$ cat config.mk
export PLATFORM = sky130hd
export DESIGN_NAME = zynq_bridge_top
export DESIGN_NICKNAME = d
export VERILOG_FILES = /design/src/hw/zynq_bridge_pkg.sv /design/src/hw/bridge_decode.sv /design/src/hw/shell_csr.sv /design/src/hw/mem_execute.sv /design/src/hw/bridge_result.sv /design/src/hw/zynq_bridge_top.sv
export SDC_FILE = /design/constraint.sdc
export NUM_CORES = 1
export LEC_CHECK = 0
export ABC_AREA = 0
export BUFFER_PORTS_ARGS = -buffer_cell sky130_fd_sc_hd__buf_2
export CORE_ASPECT_RATIO = 0.9
export CORE_MARGIN = 2
export CORE_UTILIZATION = 55
export DETAILED_ROUTE_END_ITERATION = 12
export GPL_TIMING_DRIVEN = 1
export PLACE_DENSITY = 0.76
export REMOVE_ABC_BUFFERS = 1
export SYNTH_ARGS = -nofsm -noshare
export SYNTH_HDL_FRONTEND = slang
export SYNTH_HIERARCHICAL = 1
export SYNTH_SLANG_ARGS = --single-unit
$ cat constraint.sdc
create_clock -name s01_axi_aclk_i -period 10.88 [get_ports s01_axi_aclk_i]
set_input_delay 0.544 -clock s01_axi_aclk_i [delete_from_list [all_inputs] [get_ports s01_axi_aclk_i]]
set_output_delay 0.544 -clock s01_axi_aclk_i [all_outputs]
set_load 0.05 [all_outputs]
$ cat src/hw/zynq_bridge_pkg.sv
package zynq_bridge_pkg;

   localparam int unsigned WORD_W        = 32;
   localparam int unsigned HOST_ADDR_W   = 30;
   localparam int unsigned CSR_IDX_W     = 4;
   localparam int unsigned REGION_W      = 7;
   localparam int unsigned PROFILE_WORDS = 4;

   typedef logic [WORD_W-1:0]               word_t;
   typedef logic [HOST_ADDR_W-1:0]          host_addr_t;
   typedef logic [31:0]                     bp_addr_t;
   typedef logic [CSR_IDX_W-1:0]            csr_idx_t;
   typedef logic [REGION_W-1:0]             region_idx_t;
   typedef logic [PROFILE_WORDS*WORD_W-1:0] profile_t;

   // the accelerator sees its DRAM starting here
   localparam word_t BP_DRAM_BASE = 32'h8000_0000;

   // shell register map, indexed by host address bits 5 to 2
   localparam csr_idx_t CSR_RUN        = 4'd0;
   localparam csr_idx_t CSR_DRAM_VALID = 4'd1;
   localparam csr_idx_t CSR_DRAM_BASE  = 4'd2;
   // four read-only profiler words follow, lowest bits first
   localparam csr_idx_t CSR_PROFILE0   = 4'd4;

   typedef enum logic {
      WIN_SHELL,
      WIN_ACCEL
   } window_e;

   typedef enum logic [2:0] {
      OP_CSR_RD,
      OP_CSR_WR,
      OP_MEM_RD,
      OP_MEM_WR,
      OP_REJECT
   } op_e;

   typedef struct packed {
      window_e    window;
      logic       write;
      host_addr_t addr;
      word_t      wdata;
   } host_cmd_t;

   typedef struct packed {
      word_t rdata;
      logic  err;
   } host_rsp_t;

   typedef struct packed {
      op_e         op;
      csr_idx_t    csr;
      word_t       mem_addr;
      region_idx_t region;
      word_t       wdata;
   } dec_op_t;

   typedef struct packed {
      logic  write;
      word_t addr;
      word_t wdata;
   } mem_cmd_t;

   typedef struct packed {
      logic  run;
      logic  dram_valid;
      word_t dram_base;
   } shell_ctrl_t;

endpackage

$ cat src/hw/bridge_decode.sv
module bridge_decode
  (input  logic                         s01_axi_aclk_i
   , input  logic                       rst_i
   , input  logic                       start_i
   , input  zynq_bridge_pkg::host_cmd_t   host_cmd_i
   , input  zynq_bridge_pkg::shell_ctrl_t shell_ctrl_i
   , output logic                       dec_valid_o
   , output zynq_bridge_pkg::dec_op_t     dec_op_o
   );

   import zynq_bridge_pkg::*;

   bp_addr_t bp_addr;
   csr_idx_t csr_idx;
   logic     csr_writable;
   logic     csr_readable;
   logic     accel_blocked;
   dec_op_t  op_d;

   // bit 29 of the host window is inverted and moved up to bit 31, so host 0x0xxx_xxxx
   // lands in accelerator DRAM and 0x2xxx_xxxx below it
   assign bp_addr = {~host_cmd_i.addr[29], 3'b000, host_cmd_i.addr[27:0]};

   assign csr_idx = host_cmd_i.addr[5:2];

   assign csr_writable = (csr_idx == CSR_RUN)
                         || (csr_idx == CSR_DRAM_VALID)
                         || (csr_idx == CSR_DRAM_BASE);

   // the profiler words can be read but never written
   assign csr_readable = csr_writable
                         || ((csr_idx >= CSR_PROFILE0)
                             && (csr_idx < CSR_PROFILE0 + PROFILE_WORDS));

   // no accesses before the host has enabled the accelerator and handed it DRAM,
   // and nothing below the DRAM base since the local device space is not modelled
   assign accel_blocked = !shell_ctrl_i.run
                          || !shell_ctrl_i.dram_valid
                          || (bp_addr < BP_DRAM_BASE);

   always_comb begin
      op_d.csr    = csr_idx;
      op_d.wdata  = host_cmd_i.wdata;
      // flipping the top bit removes the accelerator DRAM base
      op_d.mem_addr = (bp_addr ^ BP_DRAM_BASE) + shell_ctrl_i.dram_base;
      // each profiler bit covers one 8 MB region
      op_d.region = bp_addr[29:23];

      if (host_cmd_i.window == WIN_SHELL) begin
         if (host_cmd_i.write) begin
            op_d.op = csr_writable ? OP_CSR_WR : OP_REJECT;
         end else begin
            op_d.op = csr_readable ? OP_CSR_RD : OP_REJECT;
         end
      end else if (accel_blocked) begin
         op_d.op = OP_REJECT;
      end else begin
         op_d.op = host_cmd_i.write ? OP_MEM_WR : OP_MEM_RD;
      end
   end

   always_ff @(posedge s01_axi_aclk_i) begin
      if (rst_i) begin
         dec_valid_o <= 1'b0;
      end else if (start_i) begin
         dec_valid_o <= 1'b1;
      end
   end

   // the decoded operation stays put until the next command starts
   always_ff @(posedge s01_axi_aclk_i) begin
      if (start_i) begin
         dec_op_o <= op_d;
      end
   end

   assert property (@(posedge s01_axi_aclk_i) disable iff (rst_i)
      $rose(dec_valid_o) |-> $past(start_i));

endmodule

$ cat src/hw/shell_csr.sv
module shell_csr
  (input  logic                          s01_axi_aclk_i
   , input  logic                        rst_i
   , input  logic                        csr_we_i
   , input  zynq_bridge_pkg::csr_idx_t    csr_idx_i
   , input  zynq_bridge_pkg::word_t       csr_wdata_i
   , input  logic                        profile_mark_i
   , input  zynq_bridge_pkg::region_idx_t region_i
   , output zynq_bridge_pkg::shell_ctrl_t shell_ctrl_o
   , output zynq_bridge_pkg::word_t       csr_rdata_o
   , output logic                        accel_run_o
   );

   import zynq_bridge_pkg::*;

   logic     run_q;
   logic     dram_valid_q;
   word_t    dram_base_q;
   profile_t profile_q;
   logic     prof_hit;
   logic [1:0] prof_sel;

   // run is the inverse of the accelerator reset
   always_ff @(posedge s01_axi_aclk_i) begin
      if (rst_i) begin
         run_q        <= 1'b0;
         dram_valid_q <= 1'b0;
         dram_base_q  <= '0;
      end else if (csr_we_i) begin
         case (csr_idx_i)
            CSR_RUN:        run_q        <= csr_wdata_i[0];
            CSR_DRAM_VALID: dram_valid_q <= csr_wdata_i[0];
            CSR_DRAM_BASE:  dram_base_q  <= csr_wdata_i;
            default: ;
         endcase
      end
   end

   // the bitmap is held in reset together with the accelerator,
   // so it only records accesses made while run is set
   always_ff @(posedge s01_axi_aclk_i) begin
      if (rst_i || !run_q) begin
         profile_q <= '0;
      end else if (profile_mark_i) begin
         profile_q[region_i] <= 1'b1;
      end
   end

   assign prof_hit = (csr_idx_i >= CSR_PROFILE0)
                     && (csr_idx_i < CSR_PROFILE0 + PROFILE_WORDS);
   assign prof_sel = 2'(csr_idx_i - CSR_PROFILE0);

   always_comb begin
      csr_rdata_o = '0;
      if (prof_hit) begin
         csr_rdata_o = profile_q[prof_sel*WORD_W +: WORD_W];
      end else begin
         case (csr_idx_i)
            CSR_RUN:        csr_rdata_o = {{(WORD_W-1){1'b0}}, run_q};
            CSR_DRAM_VALID: csr_rdata_o = {{(WORD_W-1){1'b0}}, dram_valid_q};
            CSR_DRAM_BASE:  csr_rdata_o = dram_base_q;
            default:        csr_rdata_o = '0;
         endcase
      end
   end

   assign shell_ctrl_o.run        = run_q;
   assign shell_ctrl_o.dram_valid = dram_valid_q;
   assign shell_ctrl_o.dram_base  = dram_base_q;

   assign accel_run_o = run_q;

endmodule

$ cat src/hw/mem_execute.sv
module mem_execute
  (input  logic                      s01_axi_aclk_i
   , input  logic                    rst_i
   , input  logic                    start_i
   , input  logic                    write_i
   , input  zynq_bridge_pkg::word_t   addr_i
   , input  zynq_bridge_pkg::word_t   wdata_i
   , output logic                    mem_req_o
   , output zynq_bridge_pkg::mem_cmd_t mem_cmd_o
   , input  logic                    mem_ack_i
   , input  zynq_bridge_pkg::word_t   mem_rdata_i
   , output logic                    done_o
   , output zynq_bridge_pkg::word_t   rdata_o
   );

   import zynq_bridge_pkg::*;

   typedef enum logic [1:0] {
      IDLE,
      REQ,
      RELEASE,
      DONE
   } state_e;

   state_e   state_q;
   mem_cmd_t cmd_q;
   word_t    rdata_q;

   // four-phase master that raises req, waits for ack, drops req and waits for ack to fall
   always_ff @(posedge s01_axi_aclk_i) begin
      if (rst_i) begin
         state_q <= IDLE;
      end else begin
         case (state_q)
            IDLE: begin
               if (start_i) begin
                  state_q <= REQ;
               end
            end
            REQ: begin
               if (mem_ack_i) begin
                  state_q <= RELEASE;
               end
            end
            RELEASE: begin
               // the memory may hold ack for as long as it likes
               if (!mem_ack_i) begin
                  state_q <= DONE;
               end
            end
            DONE: begin
               state_q <= IDLE;
            end
            default: state_q <= IDLE;
         endcase
      end
   end

   always_ff @(posedge s01_axi_aclk_i) begin
      if (state_q == IDLE && start_i) begin
         cmd_q <= '{write: write_i, addr: addr_i, wdata: wdata_i};
      end
      if (state_q == REQ && mem_ack_i) begin
         rdata_q <= mem_rdata_i;
      end
   end

   assign mem_req_o = (state_q == REQ);
   assign mem_cmd_o = cmd_q;
   assign done_o    = (state_q == DONE);
   assign rdata_o   = rdata_q;

   assert property (@(posedge s01_axi_aclk_i) disable iff (rst_i)
      mem_req_o && $past(mem_req_o) |-> $stable(mem_cmd_o));

endmodule

$ cat src/hw/bridge_result.sv
module bridge_result
  (input  logic                        s01_axi_aclk_i
   , input  logic                      rst_i
   , input  logic                      host_req_i
   , output logic                      host_ack_o
   , output zynq_bridge_pkg::host_rsp_t host_rsp_o
   , output logic                      start_o
   , input  logic                      dec_valid_i
   , input  zynq_bridge_pkg::dec_op_t   dec_op_i
   , input  zynq_bridge_pkg::word_t     csr_rdata_i
   , output logic                      csr_we_o
   , output zynq_bridge_pkg::csr_idx_t  csr_idx_o
   , output zynq_bridge_pkg::word_t     csr_wdata_o
   , output logic                      profile_mark_o
   , output zynq_bridge_pkg::region_idx_t region_o
   , output logic                      mem_start_o
   , output logic                      mem_write_o
   , output zynq_bridge_pkg::word_t     mem_addr_o
   , output zynq_bridge_pkg::word_t     mem_wdata_o
   , input  logic                      mem_done_i
   , input  zynq_bridge_pkg::word_t     mem_rdata_i
   );

   import zynq_bridge_pkg::*;

   typedef enum logic [2:0] {
      IDLE,
      DECODE,
      EXEC,
      ACK,
      WAIT_LOW
   } state_e;

   state_e    state_q;
   logic      ack_q;
   logic      csr_we_q;
   logic      mem_start_q;
   host_rsp_t rsp_q;
   logic      is_mem_op;

   assign is_mem_op = (dec_op_i.op == OP_MEM_RD) || (dec_op_i.op == OP_MEM_WR);

   // ack is low in IDLE, so a raised req here is always a fresh command
   assign start_o = (state_q == IDLE) && host_req_i;

   always_ff @(posedge s01_axi_aclk_i) begin
      if (rst_i) begin
         state_q     <= IDLE;
         ack_q       <= 1'b0;
         csr_we_q    <= 1'b0;
         mem_start_q <= 1'b0;
      end else begin
         csr_we_q    <= 1'b0;
         mem_start_q <= 1'b0;
         case (state_q)
            IDLE: begin
               if (host_req_i) begin
                  state_q <= DECODE;
               end
            end
            DECODE: begin
               if (dec_valid_i) begin
                  csr_we_q    <= (dec_op_i.op == OP_CSR_WR);
                  mem_start_q <= is_mem_op;
                  state_q     <= EXEC;
               end
            end
            EXEC: begin
               // memory operations stay here for the whole memory handshake
               if (!is_mem_op || mem_done_i) begin
                  ack_q   <= 1'b1;
                  state_q <= ACK;
               end
            end
            ACK: begin
               if (!host_req_i) begin
                  ack_q   <= 1'b0;
                  state_q <= WAIT_LOW;
               end
            end
            WAIT_LOW: begin
               state_q <= IDLE;
            end
            default: state_q <= IDLE;
         endcase
      end
   end

   // response is rebuilt every EXEC cycle; the last one before ACK sticks
   always_ff @(posedge s01_axi_aclk_i) begin
      if (state_q == EXEC) begin
         case (dec_op_i.op)
            OP_CSR_RD: rsp_q <= '{rdata: csr_rdata_i, err: 1'b0};
            OP_MEM_RD: rsp_q <= '{rdata: mem_rdata_i, err: 1'b0};
            OP_REJECT: rsp_q <= '{rdata: '0, err: 1'b1};
            default:   rsp_q <= '{rdata: '0, err: 1'b0};
         endcase
      end
   end

   assign host_ack_o = ack_q;
   assign host_rsp_o = rsp_q;

   assign csr_we_o    = csr_we_q;
   assign csr_idx_o   = dec_op_i.csr;
   assign csr_wdata_o = dec_op_i.wdata;

   // every issued memory access is also recorded by the profiler
   assign mem_start_o    = mem_start_q;
   assign profile_mark_o = mem_start_q;
   assign region_o       = dec_op_i.region;
   assign mem_write_o    = (dec_op_i.op == OP_MEM_WR);
   assign mem_addr_o     = dec_op_i.mem_addr;
   assign mem_wdata_o    = dec_op_i.wdata;

   assert property (@(posedge s01_axi_aclk_i) disable iff (rst_i)
      $rose(host_ack_o) |-> $past(host_req_i));

endmodule

$ cat src/hw/zynq_bridge_top.sv
module zynq_bridge_top
  (input  logic                        s01_axi_aclk_i
   , input  logic                      rst_i
   , input  logic                      host_req_i
   , input  zynq_bridge_pkg::host_cmd_t host_cmd_i
   , output logic                      host_ack_o
   , output zynq_bridge_pkg::host_rsp_t host_rsp_o
   , output logic                      mem_req_o
   , output zynq_bridge_pkg::mem_cmd_t  mem_cmd_o
   , input  logic                      mem_ack_i
   , input  zynq_bridge_pkg::word_t     mem_rdata_i
   , output logic                      accel_run_o
   );

   import zynq_bridge_pkg::*;

   logic        start;
   logic        dec_valid;
   dec_op_t     dec_op;
   shell_ctrl_t shell_ctrl;
   logic        csr_we;
   csr_idx_t    csr_idx;
   word_t       csr_wdata;
   word_t       csr_rdata;
   logic        profile_mark;
   region_idx_t region;
   logic        mem_start;
   logic        mem_write;
   word_t       mem_addr;
   word_t       mem_wdata;
   logic        mem_done;
   word_t       exe_rdata;

   bridge_result result
     (.s01_axi_aclk_i  (s01_axi_aclk_i)
      ,.rst_i          (rst_i)
      ,.host_req_i     (host_req_i)
      ,.host_ack_o     (host_ack_o)
      ,.host_rsp_o     (host_rsp_o)
      ,.start_o        (start)
      ,.dec_valid_i    (dec_valid)
      ,.dec_op_i       (dec_op)
      ,.csr_rdata_i    (csr_rdata)
      ,.csr_we_o       (csr_we)
      ,.csr_idx_o      (csr_idx)
      ,.csr_wdata_o    (csr_wdata)
      ,.profile_mark_o (profile_mark)
      ,.region_o       (region)
      ,.mem_start_o    (mem_start)
      ,.mem_write_o    (mem_write)
      ,.mem_addr_o     (mem_addr)
      ,.mem_wdata_o    (mem_wdata)
      ,.mem_done_i     (mem_done)
      ,.mem_rdata_i    (exe_rdata)
      );

   bridge_decode decode
     (.s01_axi_aclk_i (s01_axi_aclk_i)
      ,.rst_i         (rst_i)
      ,.start_i       (start)
      ,.host_cmd_i    (host_cmd_i)
      ,.shell_ctrl_i  (shell_ctrl)
      ,.dec_valid_o   (dec_valid)
      ,.dec_op_o      (dec_op)
      );

   shell_csr csr
     (.s01_axi_aclk_i  (s01_axi_aclk_i)
      ,.rst_i          (rst_i)
      ,.csr_we_i       (csr_we)
      ,.csr_idx_i      (csr_idx)
      ,.csr_wdata_i    (csr_wdata)
      ,.profile_mark_i (profile_mark)
      ,.region_i       (region)
      ,.shell_ctrl_o   (shell_ctrl)
      ,.csr_rdata_o    (csr_rdata)
      ,.accel_run_o    (accel_run_o)
      );

   mem_execute exe
     (.s01_axi_aclk_i (s01_axi_aclk_i)
      ,.rst_i         (rst_i)
      ,.start_i       (mem_start)
      ,.write_i       (mem_write)
      ,.addr_i        (mem_addr)
      ,.wdata_i       (mem_wdata)
      ,.mem_req_o     (mem_req_o)
      ,.mem_cmd_o     (mem_cmd_o)
      ,.mem_ack_i     (mem_ack_i)
      ,.mem_rdata_i   (mem_rdata_i)
      ,.done_o        (mem_done)
      ,.rdata_o       (exe_rdata)
      );

endmodule

==> run summary, run 1 <==
Period minus WS final -> 3.374 ns
Final ANT Viol Nets -> 0
Mean Syn Cell Area -> 11.71 um^2
Leakage power -> 6.625 nW
Crit Path Category -> reg2reg
First-pass GRT wire length -> 56.13 mm
CTS tree -> yes
CTS sink cnt -> 377
Asr flop ratio synth -> 0
Hold Fails Final Rpt -> 0
Clk_lat worst skew -> 0.53 ns
Period utilization -> 0.3101
Post-Syn Area -> 0.01623 mm^2
Crit path buffers/inverters -> 0
Vias in the first global route -> 10420
Row count -> 59
Fin. max-slew vios -> 0
TritonCTS Buffers -> 39
Avg Vias per Cell -> 5.705
# port buffers -> 199
Initial antenna violation count -> 3
1st-pass router iterations -> 5
Ys Warns -> 6
Area leader, netlist -> edfxtp_1
Residual DRC count -> 0
Pwr/cell area -> 166.5 mW/mm^2
Arr. time, crit path -> 3.65 ns
Post-CTS sizing -> 0
Core Area -> 0.02894 mm^2
Setup crit start kind -> register
# setup viols final -> 0
Hold crit path type -> in2reg
Synth top area share -> 0.3812
Die height -> 167.0 um
Maxcap violations -> 0
Total negative slack -> 0 ns
Min Hold Slack -> 0.1813 ns
Cell family with most CP delay -> compound AO/OA/AOI/OAI gates
CP max stage cell -> o31ai_1
Clock transition at path regs -> 0.06 ns
Worst Clk Skew -> 0.01649 ns
Post-CTS Setup Inserts -> 0
Placed Instance Area -> 0.01668 mm^2
Vias after detailed routing -> 10690
P&R area growth vs syn -> 10.25%
DP Cell Count -> 1800
Worst-margin pin slew -> 1.447 ns
Setup crit end kind -> register
Gate Count Post-Synth -> 1386
Worst-case clock buffer depth -> 3
Crit path cell chain -> ha_1 > fa_1 > a21o_1 > a311oi_1 > or3_1 > o21ai_0 > o31ai_1 > o21ai_0 > xor2_1
Clock root cell -> clkbuf_16
GPL Wtd Cong -> 0.8623
Total wire length -> 36.37 mm
RSZ-0062 raised after global routing -> false
Detailed Place HPWL -> 23.24 mm
Total Routing Usage GR -> 0.2335
Fmax -> 0.2964 GHz
Top_reg_cell synth -> edfxtp_1
Htree depth -> 2
Worst VDD drop -> 0.1159 mV
I/O pin cnt -> 201
GRT overflow -> 0
Nets -> 1578
FF-to-FF setup slack -> 7.51 ns
Die X -> 185.1 um
Initial Util -> 0.5607
Slew HR -> 0.02246
Sequential area share after synthesis -> 0.5922
Non-Filler Instances -> 1874
Area contributors post-synth -> edfxtp_1, dfxtp_1, buf_4
Status -> finished, final reports clean
Worst Path Max Fanout -> 4
Starting DRC count in detailed routing -> 964
Synthesized flop and latch total -> 377
CTS hold repair buffers -> 0
Number of enable flip-flop cells after synthesis -> 206
Design area -> 0.01789 mm^2
Yosys cell types -> 74
DR WL/cell -> 19.41 um
Most used cell, CP -> o21ai_0
CP required -> 11.15 ns
Most numerous cell in the Yosys netlist -> edfxtp_1
Largest net degree at the start of global routing -> 114
Share of cells above drive strength 1 -> 0.2215
Slowest stage delay, CP -> 0.65 ns
Die area -> 0.03089 mm^2
Synth top cells by count -> edfxtp_1, dfxtp_1, a21oi_1, nor2_1, buf_4
[cell type report]
class                   instances  area, um^2
clock inverters                15       128.9
well taps                     396       495.5
repair buffers                216        1124
flip-flops and latches        377        9609
diodes                          2       5.005
multi-input cells             801        5416
fillers                      2347       11050
inverters                      10       37.54
clock buffers                  57        1074
[per-layer routing]
metal / vias up / wire length [um] / GRT usage
li1: 5064 / - / -
met4: 2 / 1209 / 0.08627
met2: 392 / 17140 / 0.3755
met1: 5156 / 15630 / 0.3196
met3: 78 / 2367 / 0.03805
met5: - / 13 / 0
[worst paths after layout]
path | startpoint | to | cells after the start
setup / recovery | csr/dram_base_q[0]$_SDFFE_PP0P_ | decode/dec_op_o[67]$_DFFE_PP_ | 9
hold / removal | mem_rdata_i[7] | exe/rdata_o[7]$_DFFE_PP_ | 1
setup reg to reg | csr/dram_base_q[0]$_SDFFE_PP0P_ | decode/dec_op_o[67]$_DFFE_PP_ | 9
hold reg to reg | decode/dec_op_o[56]$_DFFE_PP_ | exe/mem_cmd_o[49]$_DFFE_PP_ | 0
[sequential cells by signal (all words and copies together) (netlist names)]
| name | cells |
|---|---|
| result/host_rsp_o | 33 |
| exe/state_q | 2 |
| decode/dec_valid_o | 1 |
| decode/dec_op_o | 76 |
| result/host_ack_o | 1 |
| csr/accel_run_o | 1 |
| csr/dram_base_q | 32 |
| result/state_q | 3 |
| result/csr_we_o | 1 |
| csr/dram_valid_q | 1 |
| exe/rdata_o | 32 |
| csr/profile_q | 128 |
| exe/mem_cmd_o | 65 |
| result/mem_start_o | 1 |
[cell usage in the layout, fill, tap and decap left out, types with 6 or more instances in the layout]
cell,Yosys,routed
mux2_2,31,31
nand2b_1,39,38
dfxtp_1,171,171
nor4bb_1,9,6
clkinv_1,0,6
xnor2_1,19,19
nor2_1,155,154
nand4b_1,31,31
a21o_1,12,12
mux2i_1,37,37
a21oi_1,155,155
edfxtp_1,206,206
clkbuf_1,51,15
clkbuf_16,0,39
a31oi_1,6,6
o21ai_0,45,45
xor2_1,11,11
and4b_1,8,8
o21ai_1,31,31
buf_4,119,17
a22o_1,32,32
nand2_1,27,27
ha_1,32,32
inv_1,10,10
buf_2,27,199
a22oi_1,31,31
[cell families (layout without fill, tap and decap cells)]
family,count (synthesis),after routing,share of synthesized area
adder cells (fa/ha/maj),33,33,0.02591
flip-flops,377,377,0.5922
AND/OR/NAND/NOR,316,316,0.1086
XOR/XNOR,30,30,0.01619
buffers and inverters,209,298,0.07803
other,1,4,0.0002311
AO/OA/AOI/OAI,351,351,0.1331
multiplexers,69,69,0.04572
[where the power goes]
part / leakage (nW) / switching [mW] / internal (mW) / total, mW
registers: 3.31 / 0.0223 / 1.55 / 1.57
clock network: 0.587 / 0.532 / 0.734 / 1.27
logic: 2.73 / 0.0951 / 0.0495 / 0.145
[metrics by stage]
stage	worst slack, ns	utilization	power (mW)
finish	7.506	0.6182	2.979
global route	7.435	0.6181	3.078
CTS	7.593	0.6180	3.001
detailed placement	7.273	0.5765	1.741
global placement	7.317	0.5765	1.736
floorplan	1.853	-	1.685
[worst reg2reg max path, delay by kind of cell, from the launching register on]
kind / cells / cell delay [ns]
flops: 1 / 0.33
simple gates: 1 / 0.25
xor+xnor: 1 / 0.17
compound gates: 5 / 1.70
fa+ha+maj: 2 / 0.65
Note: power is estimated with default switching activity, not from simulation.
==> run 2: changes to the inputs <==
Settings changed: CORE_UTILIZATION 55 to 53, PLACE_DENSITY 0.76 to 0.77.
Clock period 10.88 ns to 2.7 ns, I/O delays scaled along.
==> run 2 against run 1 <==
Net effect: cell area up 6.0%; via count up 5.0%; largest cell class unchanged; highest routed layer is now met4; hold slack worse by 0.15 ns; global-route usage up 0.23 points.
==> run summary, run 2 (synthesis gave the netlist of run 1 again) <==
Status -> finished, final reports clean
Leakage power -> 7.109 nW (+7.3%)
Hold Fails Final Rpt -> 0 (unchanged)
Htree depth -> 2 (unchanged)
Fmax -> 0.3801 GHz (+28%)
Setup crit start kind -> register
DP Cell Count -> 1828 (+1.6%)
CTS sink cnt -> 377 (unchanged)
Detailed Place HPWL -> 24.82 mm (+6.8%)
Worst-case clock buffer depth -> 3 (unchanged)
# setup viols final -> 0 (unchanged)
Min-delay src -> host_req_i
Worst VDD drop -> 0.4156 mV (+260%)
Total wire length -> 38.48 mm (+5.8%)
Hold depth -> 3 (+2)
Row count -> 60 (+1.7%)
Final ANT Viol Nets -> 0 (unchanged)
Initial Util -> 0.5404 (-0.02037)
P&R area growth vs syn -> 16.88%
R2r endpoint -> decode/dec_op_o[59]$_DFFE_PP_
Most frequent cells in the layout -> edfxtp_1, buf_2, dfxtp_1
Most common cell after layout, fill and taps aside -> edfxtp_1
Clk_lat worst skew -> 0.52 ns (about the same)
Gate power share -> 0.057 (+0.008)
Period utilization -> 0.9743 (+0.6643)
Sequential power share -> 0.515 (-0.011)
Non-Filler Instances -> 1975 (+5.4%)
Total negative slack -> 0 ns (unchanged)
Die area -> 0.03203 mm^2 (+3.7%)
TritonCTS Buffers -> 38 (-2.6%)
Vias in the first global route -> 10880 (+4.4%)
Hold endpoint -> result/state_q[2]$_SDFFE_PP0P_
Total power -> 12.27 mW (+310%)
# port buffers -> 199 (unchanged)
Switching part of the total -> 0.2133 (-0.004719)
Setup crit end kind -> register
Crit path cell chain -> ha_1 > fa_2 > a21o_1 > a311oi_2 > or3_4 > buf_4 > o21a_1 > o211ai_1 > a21oi_1 > xnor2_1
Arr. time, crit path -> 2.90 ns (-0.75 ns)
Clock transition at path regs -> 0.06 ns (about the same)
Core Area -> 0.03003 mm^2 (+3.8%)
Die height -> 170.0 um (+1.8%)
Avg Vias per Cell -> 5.684 (-0.37%)
Min Hold Slack -> 0.02659 ns (-0.1547 ns)
Hold crit path type -> in2reg
Maxcap violations -> 0 (unchanged)
CTS tree -> yes
Largest register by flop count -> csr/profile_q
Clock root cell -> clkbuf_16
Nets -> 1675 (+6.1%)
Internal power -> 9.651 mW (+310%)
GRT overflow -> 0 (unchanged)
Pwr/cell area -> 646.8 mW/mm^2 (+290%)
Die X -> 188.4 um (+1.8%)
Starting DRC count in detailed routing -> 949 (-1.6%)
Initial antenna violation count -> 0 (-3)
Worst R2R Start -> csr/dram_base_q[0]$_SDFFE_PP0P_
Largest net degree at the start of global routing -> 78 (-32%)
Worst Clk Skew -> 0.01938 ns (+0.002887 ns)
CP required -> 2.97 ns (-8.18 ns)
Slowest stage delay, CP -> 0.37 ns (-0.28 ns)
Share of cells above drive strength 1 -> 0.2284 (+0.006827)
Vias after detailed routing -> 11230 (+5.0%)
Crit Path Category -> reg2reg
First-pass GRT wire length -> 59.25 mm (+5.6%)
Fin. max-slew vios -> 0 (unchanged)
1st-pass router iterations -> 7 (+2)
R2R cell count -> 10 (+1)
DR WL/cell -> 19.48 um (+0.38%)
Slew HR -> 0.03913 (+0.01667)
I/O pin cnt -> 201 (unchanged)
NetSw -> 2.616 mW (+300%)
GPL Wtd Cong -> 0.9104 (+5.6%)
Total Routing Usage GR -> 0.2358 (+0.002335)
Worst-margin pin slew -> 1.422 ns (-0.02467 ns)
Number of diodes -> 0 (-2)
Period minus WS final -> 2.631 ns (-0.7430 ns)
Max reg flops -> 128 (unchanged)
Residual DRC count -> 0 (unchanged)
FF-to-FF setup slack -> 0.07 ns (-7.44 ns)
Power share of the clock group -> 0.428 (+0.003)
CP max stage cell -> or3_4
Worst Path Max Fanout -> 3 (-1)
-- run 2: what timing repair did --
action	in CTS	in global routing
gates resized for setup	3	3
buffers inserted	0	1
hold buffers	76	0
endpoints found under the hold margin	76	0
endpoints found under the setup margin	7	6
pin swaps	2	6
-- run 2: worst max-delay path by stage --
stage / startpoint / to / depth (start not counted)
2_1_floorplan: result/state_q[2]$_SDFFE_PP0P_ / decode/dec_op_o[0]$_DFFE_PP_ / 1
3_3_place_gp: csr/dram_base_q[0]$_SDFFE_PP0P_ / decode/dec_op_o[67]$_DFFE_PP_ / 10
3_5_place_dp: csr/dram_base_q[0]$_SDFFE_PP0P_ / decode/dec_op_o[67]$_DFFE_PP_ / 10
4_1_cts: csr/dram_base_q[0]$_SDFFE_PP0P_ / decode/dec_op_o[69]$_DFFE_PP_ / 10
5_1_grt: csr/dram_base_q[0]$_SDFFE_PP0P_ / decode/dec_op_o[59]$_DFFE_PP_ / 10
6_report: csr/dram_base_q[0]$_SDFFE_PP0P_ / decode/dec_op_o[59]$_DFFE_PP_ / 10
-- run 2: routing by layer --
layer,vias to the layer above,track usage,part of all wire
li1,5249,-,-
met2,443,0.3958,0.48
met1,5459,0.3172,0.43
met3,75,0.02949,0.060
met5,-,0,0
met4,0,0.08390,0.029
-- run 2: power by group through the flow --
stage | clock [mW] | combinational (mW) | sequential (mW)
3_3_place_gp | 0 | 0.587 | 6.43
6_report | 5.25 | 0.698 | 6.32
2_1_floorplan | 0 | 0.299 | 6.49
4_1_cts | 5.34 | 0.688 | 6.31
5_1_grt | 5.57 | 0.750 | 6.33
3_5_place_dp | 0 | 0.600 | 6.44
-- run 2: area by class of cell --
type	instances	area (um^2)
Timing Repair Buffer	314	2125
Fill cell	2325	11060
Sequential cell	377	9609
Multi-Input combinational cell	801	5425
Clock buffer	60	1192
Inverter	10	37.54
Tap cell	403	504.2
Clock inverter	10	72.57
-- run 2: metrics by stage --
stage | cell area, um^2 | utilization | worst slack (ns)
detailed placement | 16910 | 0.5631 | -0.1934
floorplan | 15000 | - | -6.314
CTS | 18950 | 0.6310 | 0.03896
global route | 18970 | 0.6316 | -0.02118
finish | 18970 | 0.6316 | 0.06930
global placement | 16910 | 0.5631 | -0.1037
-- run 2: critical path, delay by kind of cell, from the launching register on --
kind / cells / cell delay [ns]
AO/OA/AOI/OAI: 5 / 0.96
AND/OR/NAND/NOR: 1 / 0.37
flip-flops: 1 / 0.34
buffers and inverters: 1 / 0.15
XOR/XNOR: 1 / 0.14
adder cells (fa/ha/maj): 2 / 0.43
==> run 3: changes to the inputs <==
Settings changed: CELL_PAD_IN_SITES_DETAIL_PLACEMENT set to 0, CELL_PAD_IN_SITES_GLOBAL_PLACEMENT set to 2, CORE_UTILIZATION 53 to 36, PLACE_DENSITY 0.77 to not set, PLACE_DENSITY_LB_ADDON set to 0.12.
==> run 3 against run 2 <==
Net effect: the run now ends with slew limit left; clock power rose by 13%; non-clock buffer count rose by 32; register-to-register slack improved by 0.03 ns; critical path depth did not move; die area rose by 46%; wire length rose by 18%; cell area rose by 4.5%; highest routed layer unchanged; first-iteration DRC count fell by 31%; fmax rose by 1.1%; hold slack improved by 0.035 ns.
==> run summary, run 3 (synthesis gave the netlist of run 1 again) <==
Largest net degree at the start of global routing -> 78 (unchanged)
Hold crit path type -> in2reg
Crit Path Category -> reg2reg
Cell family with most CP delay -> compound AO/OA/AOI/OAI gates
FF/Latch Area -> 0.009617 mm^2 (about the same)
Internal power -> 10.08 mW (+4.5%)
Setup crit start kind -> register
DR WL/cell -> 20.46 um (+5.0%)
NetSw -> 2.894 mW (+11%)
CTS sink cnt -> 377 (unchanged)
# setup viols final -> 0 (unchanged)
RSZ-0062 raised after global routing -> true
Total wire length -> 45.31 mm (+18%)
Row count -> 73 (+22%)
Util after Layout -> 0.4473 (-0.1843)
Clock root cell -> clkbuf_16
Maxcap violations -> 0 (unchanged)
Most common cell after layout, fill and taps aside -> edfxtp_1
Htree depth -> 2 (unchanged)
Die X -> 227.8 um (+21%)
CTS tree -> yes
Avg Vias per Cell -> 5.002 (-12%)
Clock transition at path regs -> 0.06 ns (about the same)
Vias in the first global route -> 10800 (-0.69%)
Crit path buffers/inverters -> 1 (unchanged)
Number of diodes -> 0 (unchanged)
CP required -> 3.00 ns (+0.03 ns)
1st-pass router iterations -> 5 (-2)
Total Routing Usage GR -> 0.1914 (-0.04438)
Max reg flops -> 128 (unchanged)
Hold Fails Final Rpt -> 0 (unchanged)
Power share of the clock group -> 0.456 (+0.028)
Worst VDD drop -> 0.4933 mV (+19%)
Worst Path Max Fanout -> 4 (+1)
Fmax -> 0.3843 GHz (+1.1%)
Arr. time, crit path -> 2.90 ns (about the same)
Starting DRC count in detailed routing -> 654 (-31%)
Period minus WS final -> 2.602 ns (-0.02866 ns)
Slew HR -> -0.2437 (-0.2829)
GPL Wtd Cong -> 0.8240 (-9.5%)
Fill cells -> 4115 (+77%)
Multi-input logic area -> 0.005578 mm^2 (+2.8%)
GRT overflow -> 0 (unchanged)
Die area -> 0.04679 mm^2 (+46%)
Failing checks -> slew limit
Worst-case clock buffer depth -> 3 (unchanged)
Pwr/cell area -> 655.0 mW/mm^2 (+1.3%)
Period utilization -> 0.9637 (-0.01062)
Final ANT Viol Nets -> 0 (unchanged)
# port buffers -> 199 (unchanged)
Crit path cell chain -> ha_4 > fa_2 > a21o_1 > a311oi_4 > or3_4 > o21ai_2 > o31ai_2 > buf_4 > o22ai_1 > xor2_1
P&R area growth vs syn -> 22.11%
First-pass GRT wire length -> 67.65 mm (+14%)
Switching part of the total -> 0.2230 (+0.009742)
Status -> finished, violations left
Detailed Place HPWL -> 30.13 mm (+21%)
DP Cell Count -> 2049 (+12%)
Leakage power -> 7.350 nW (+3.4%)
Setup crit end kind -> register
Fin. max-slew vios -> 27 (+27)
Initial Util -> 0.3663 (-0.1741)
Share of cells above drive strength 1 -> 0.2570 (+0.02859)
I/O pin cnt -> 201 (unchanged)
Die height -> 205.4 um (+21%)
Non-Filler Instances -> 2215 (+12%)
Total negative slack -> 0 ns (unchanged)
CP max stage cell -> a311oi_4
Residual DRC count -> 0 (unchanged)
TritonCTS Buffers -> 44 (+16%)
Most frequent cells in the layout -> edfxtp_1, buf_2, dfxtp_1
Clk_lat worst skew -> 0.58 ns (+0.06 ns)
Largest register by flop count -> csr/profile_q
Sequential power share -> 0.486 (-0.029)
Vias after detailed routing -> 11080 (-1.3%)
Worst-margin pin slew -> 1.841 ns (+0.4186 ns)
Worst Clk Skew -> 0.03329 ns (+0.01391 ns)
Gate power share -> 0.058 (about the same)
Initial antenna violation count -> 0 (unchanged)
Nets -> 1713 (+2.3%)
Core Area -> 0.04430 mm^2 (+48%)
Slowest stage delay, CP -> 0.36 ns (about the same)
[run 3: cell count changes in the layout (fill, tap and decap cells not counted), moves of 3 or more]
cell,before,now
dlygate4sd3_1,76,80
buf_4,33,59
dfxtp_1,171,165
clkbuf_1,12,15
ha_4,0,10
clkinv_2,7,4
clkbuf_8,3,8
ha_1,32,21
dfxtp_2,0,6
[run 3: power groups by stage]
stage	clock network [mW]	registers, mW	logic [mW]
4_1_cts	6.11	6.31	0.745
5_1_grt	6.34	6.32	0.821
3_5_place_dp	0	6.43	0.652
2_1_floorplan	0	6.49	0.299
3_3_place_gp	0	6.43	0.646
6_report	5.91	6.30	0.759
[run 3: layout make-up]
cell class                      instances  area share
Clock buffer                           69     0.06649
Sequential cell                       377      0.4853
Timing Repair Buffer                  346      0.1207
Multi-Input combinational cell        801      0.2815
Clock inverter                         12    0.006188
Tap cell                              600     0.03789
Inverter                               10    0.001894
[run 3: repair_timing]
action | CTS | global route
buffers inserted | 1 | 5
pin swaps | 7 | 15
endpoints found under the setup margin | 7 | 10
cloned | 0 | 0
hold buffers | 80 | 0
endpoints found under the hold margin | 84 | 0
gates resized for setup | 7 | 25
[run 3: tightest hold or removal path: cells and delay by family]
family | cells | cell delay [ns]
xor gates and xnor gates | 1 | 0.11
adders and majority gates | 1 | 0.15
buffers and inverters | 1 | 0.11
[run 3: per-stage QoR]
| stage | cell area (um^2) | power (mW) | worst slack [ns] | hold WS [ns] |
|---|---|---|---|---|
| 2_1_floorplan | 15000 | 6.790 | -6.314 | 0.1996 |
| 4_1_cts | 19630 | 13.16 | 0.01568 | 0.04111 |
| 3_5_place_dp | 17350 | 7.080 | -0.09689 | 0.3131 |
| 3_3_place_gp | 17350 | 7.072 | -0.1026 | 0.3113 |
| 6_report | 19810 | 12.98 | 0.09796 | 0.06196 |
| 5_1_grt | 19810 | 13.48 | 0.004376 | 0.04635 |
[run 3: worst paths after layout]
kind	startpoint	depth (start not counted)	endpoint	slack, ns
hold reg to reg	decode/dec_op_o[56]$_DFFE_PP_	0	exe/mem_cmd_o[49]$_DFFE_PP_	0.39
setup reg to reg	csr/dram_base_q[0]$_SDFFE_PP0P_	10	decode/dec_op_o[69]$_DFFE_PP_	0.1
setup / recovery	csr/dram_base_q[0]$_SDFFE_PP0P_	10	decode/dec_op_o[69]$_DFFE_PP_	0.1
hold / removal	host_cmd_i[45]	3	decode/dec_op_o[52]$_DFFE_PP_	0.06
[run 3: routing by layer]
layer  vias to the layer above  wire, um  global-route usage
met2                       230     21490              0.3122
met5                         -         0                   0
met3                        48      1821             0.03659
met1                      5453     21240              0.2641
met4                         0       762             0.04394
li1                       5349         -                   -
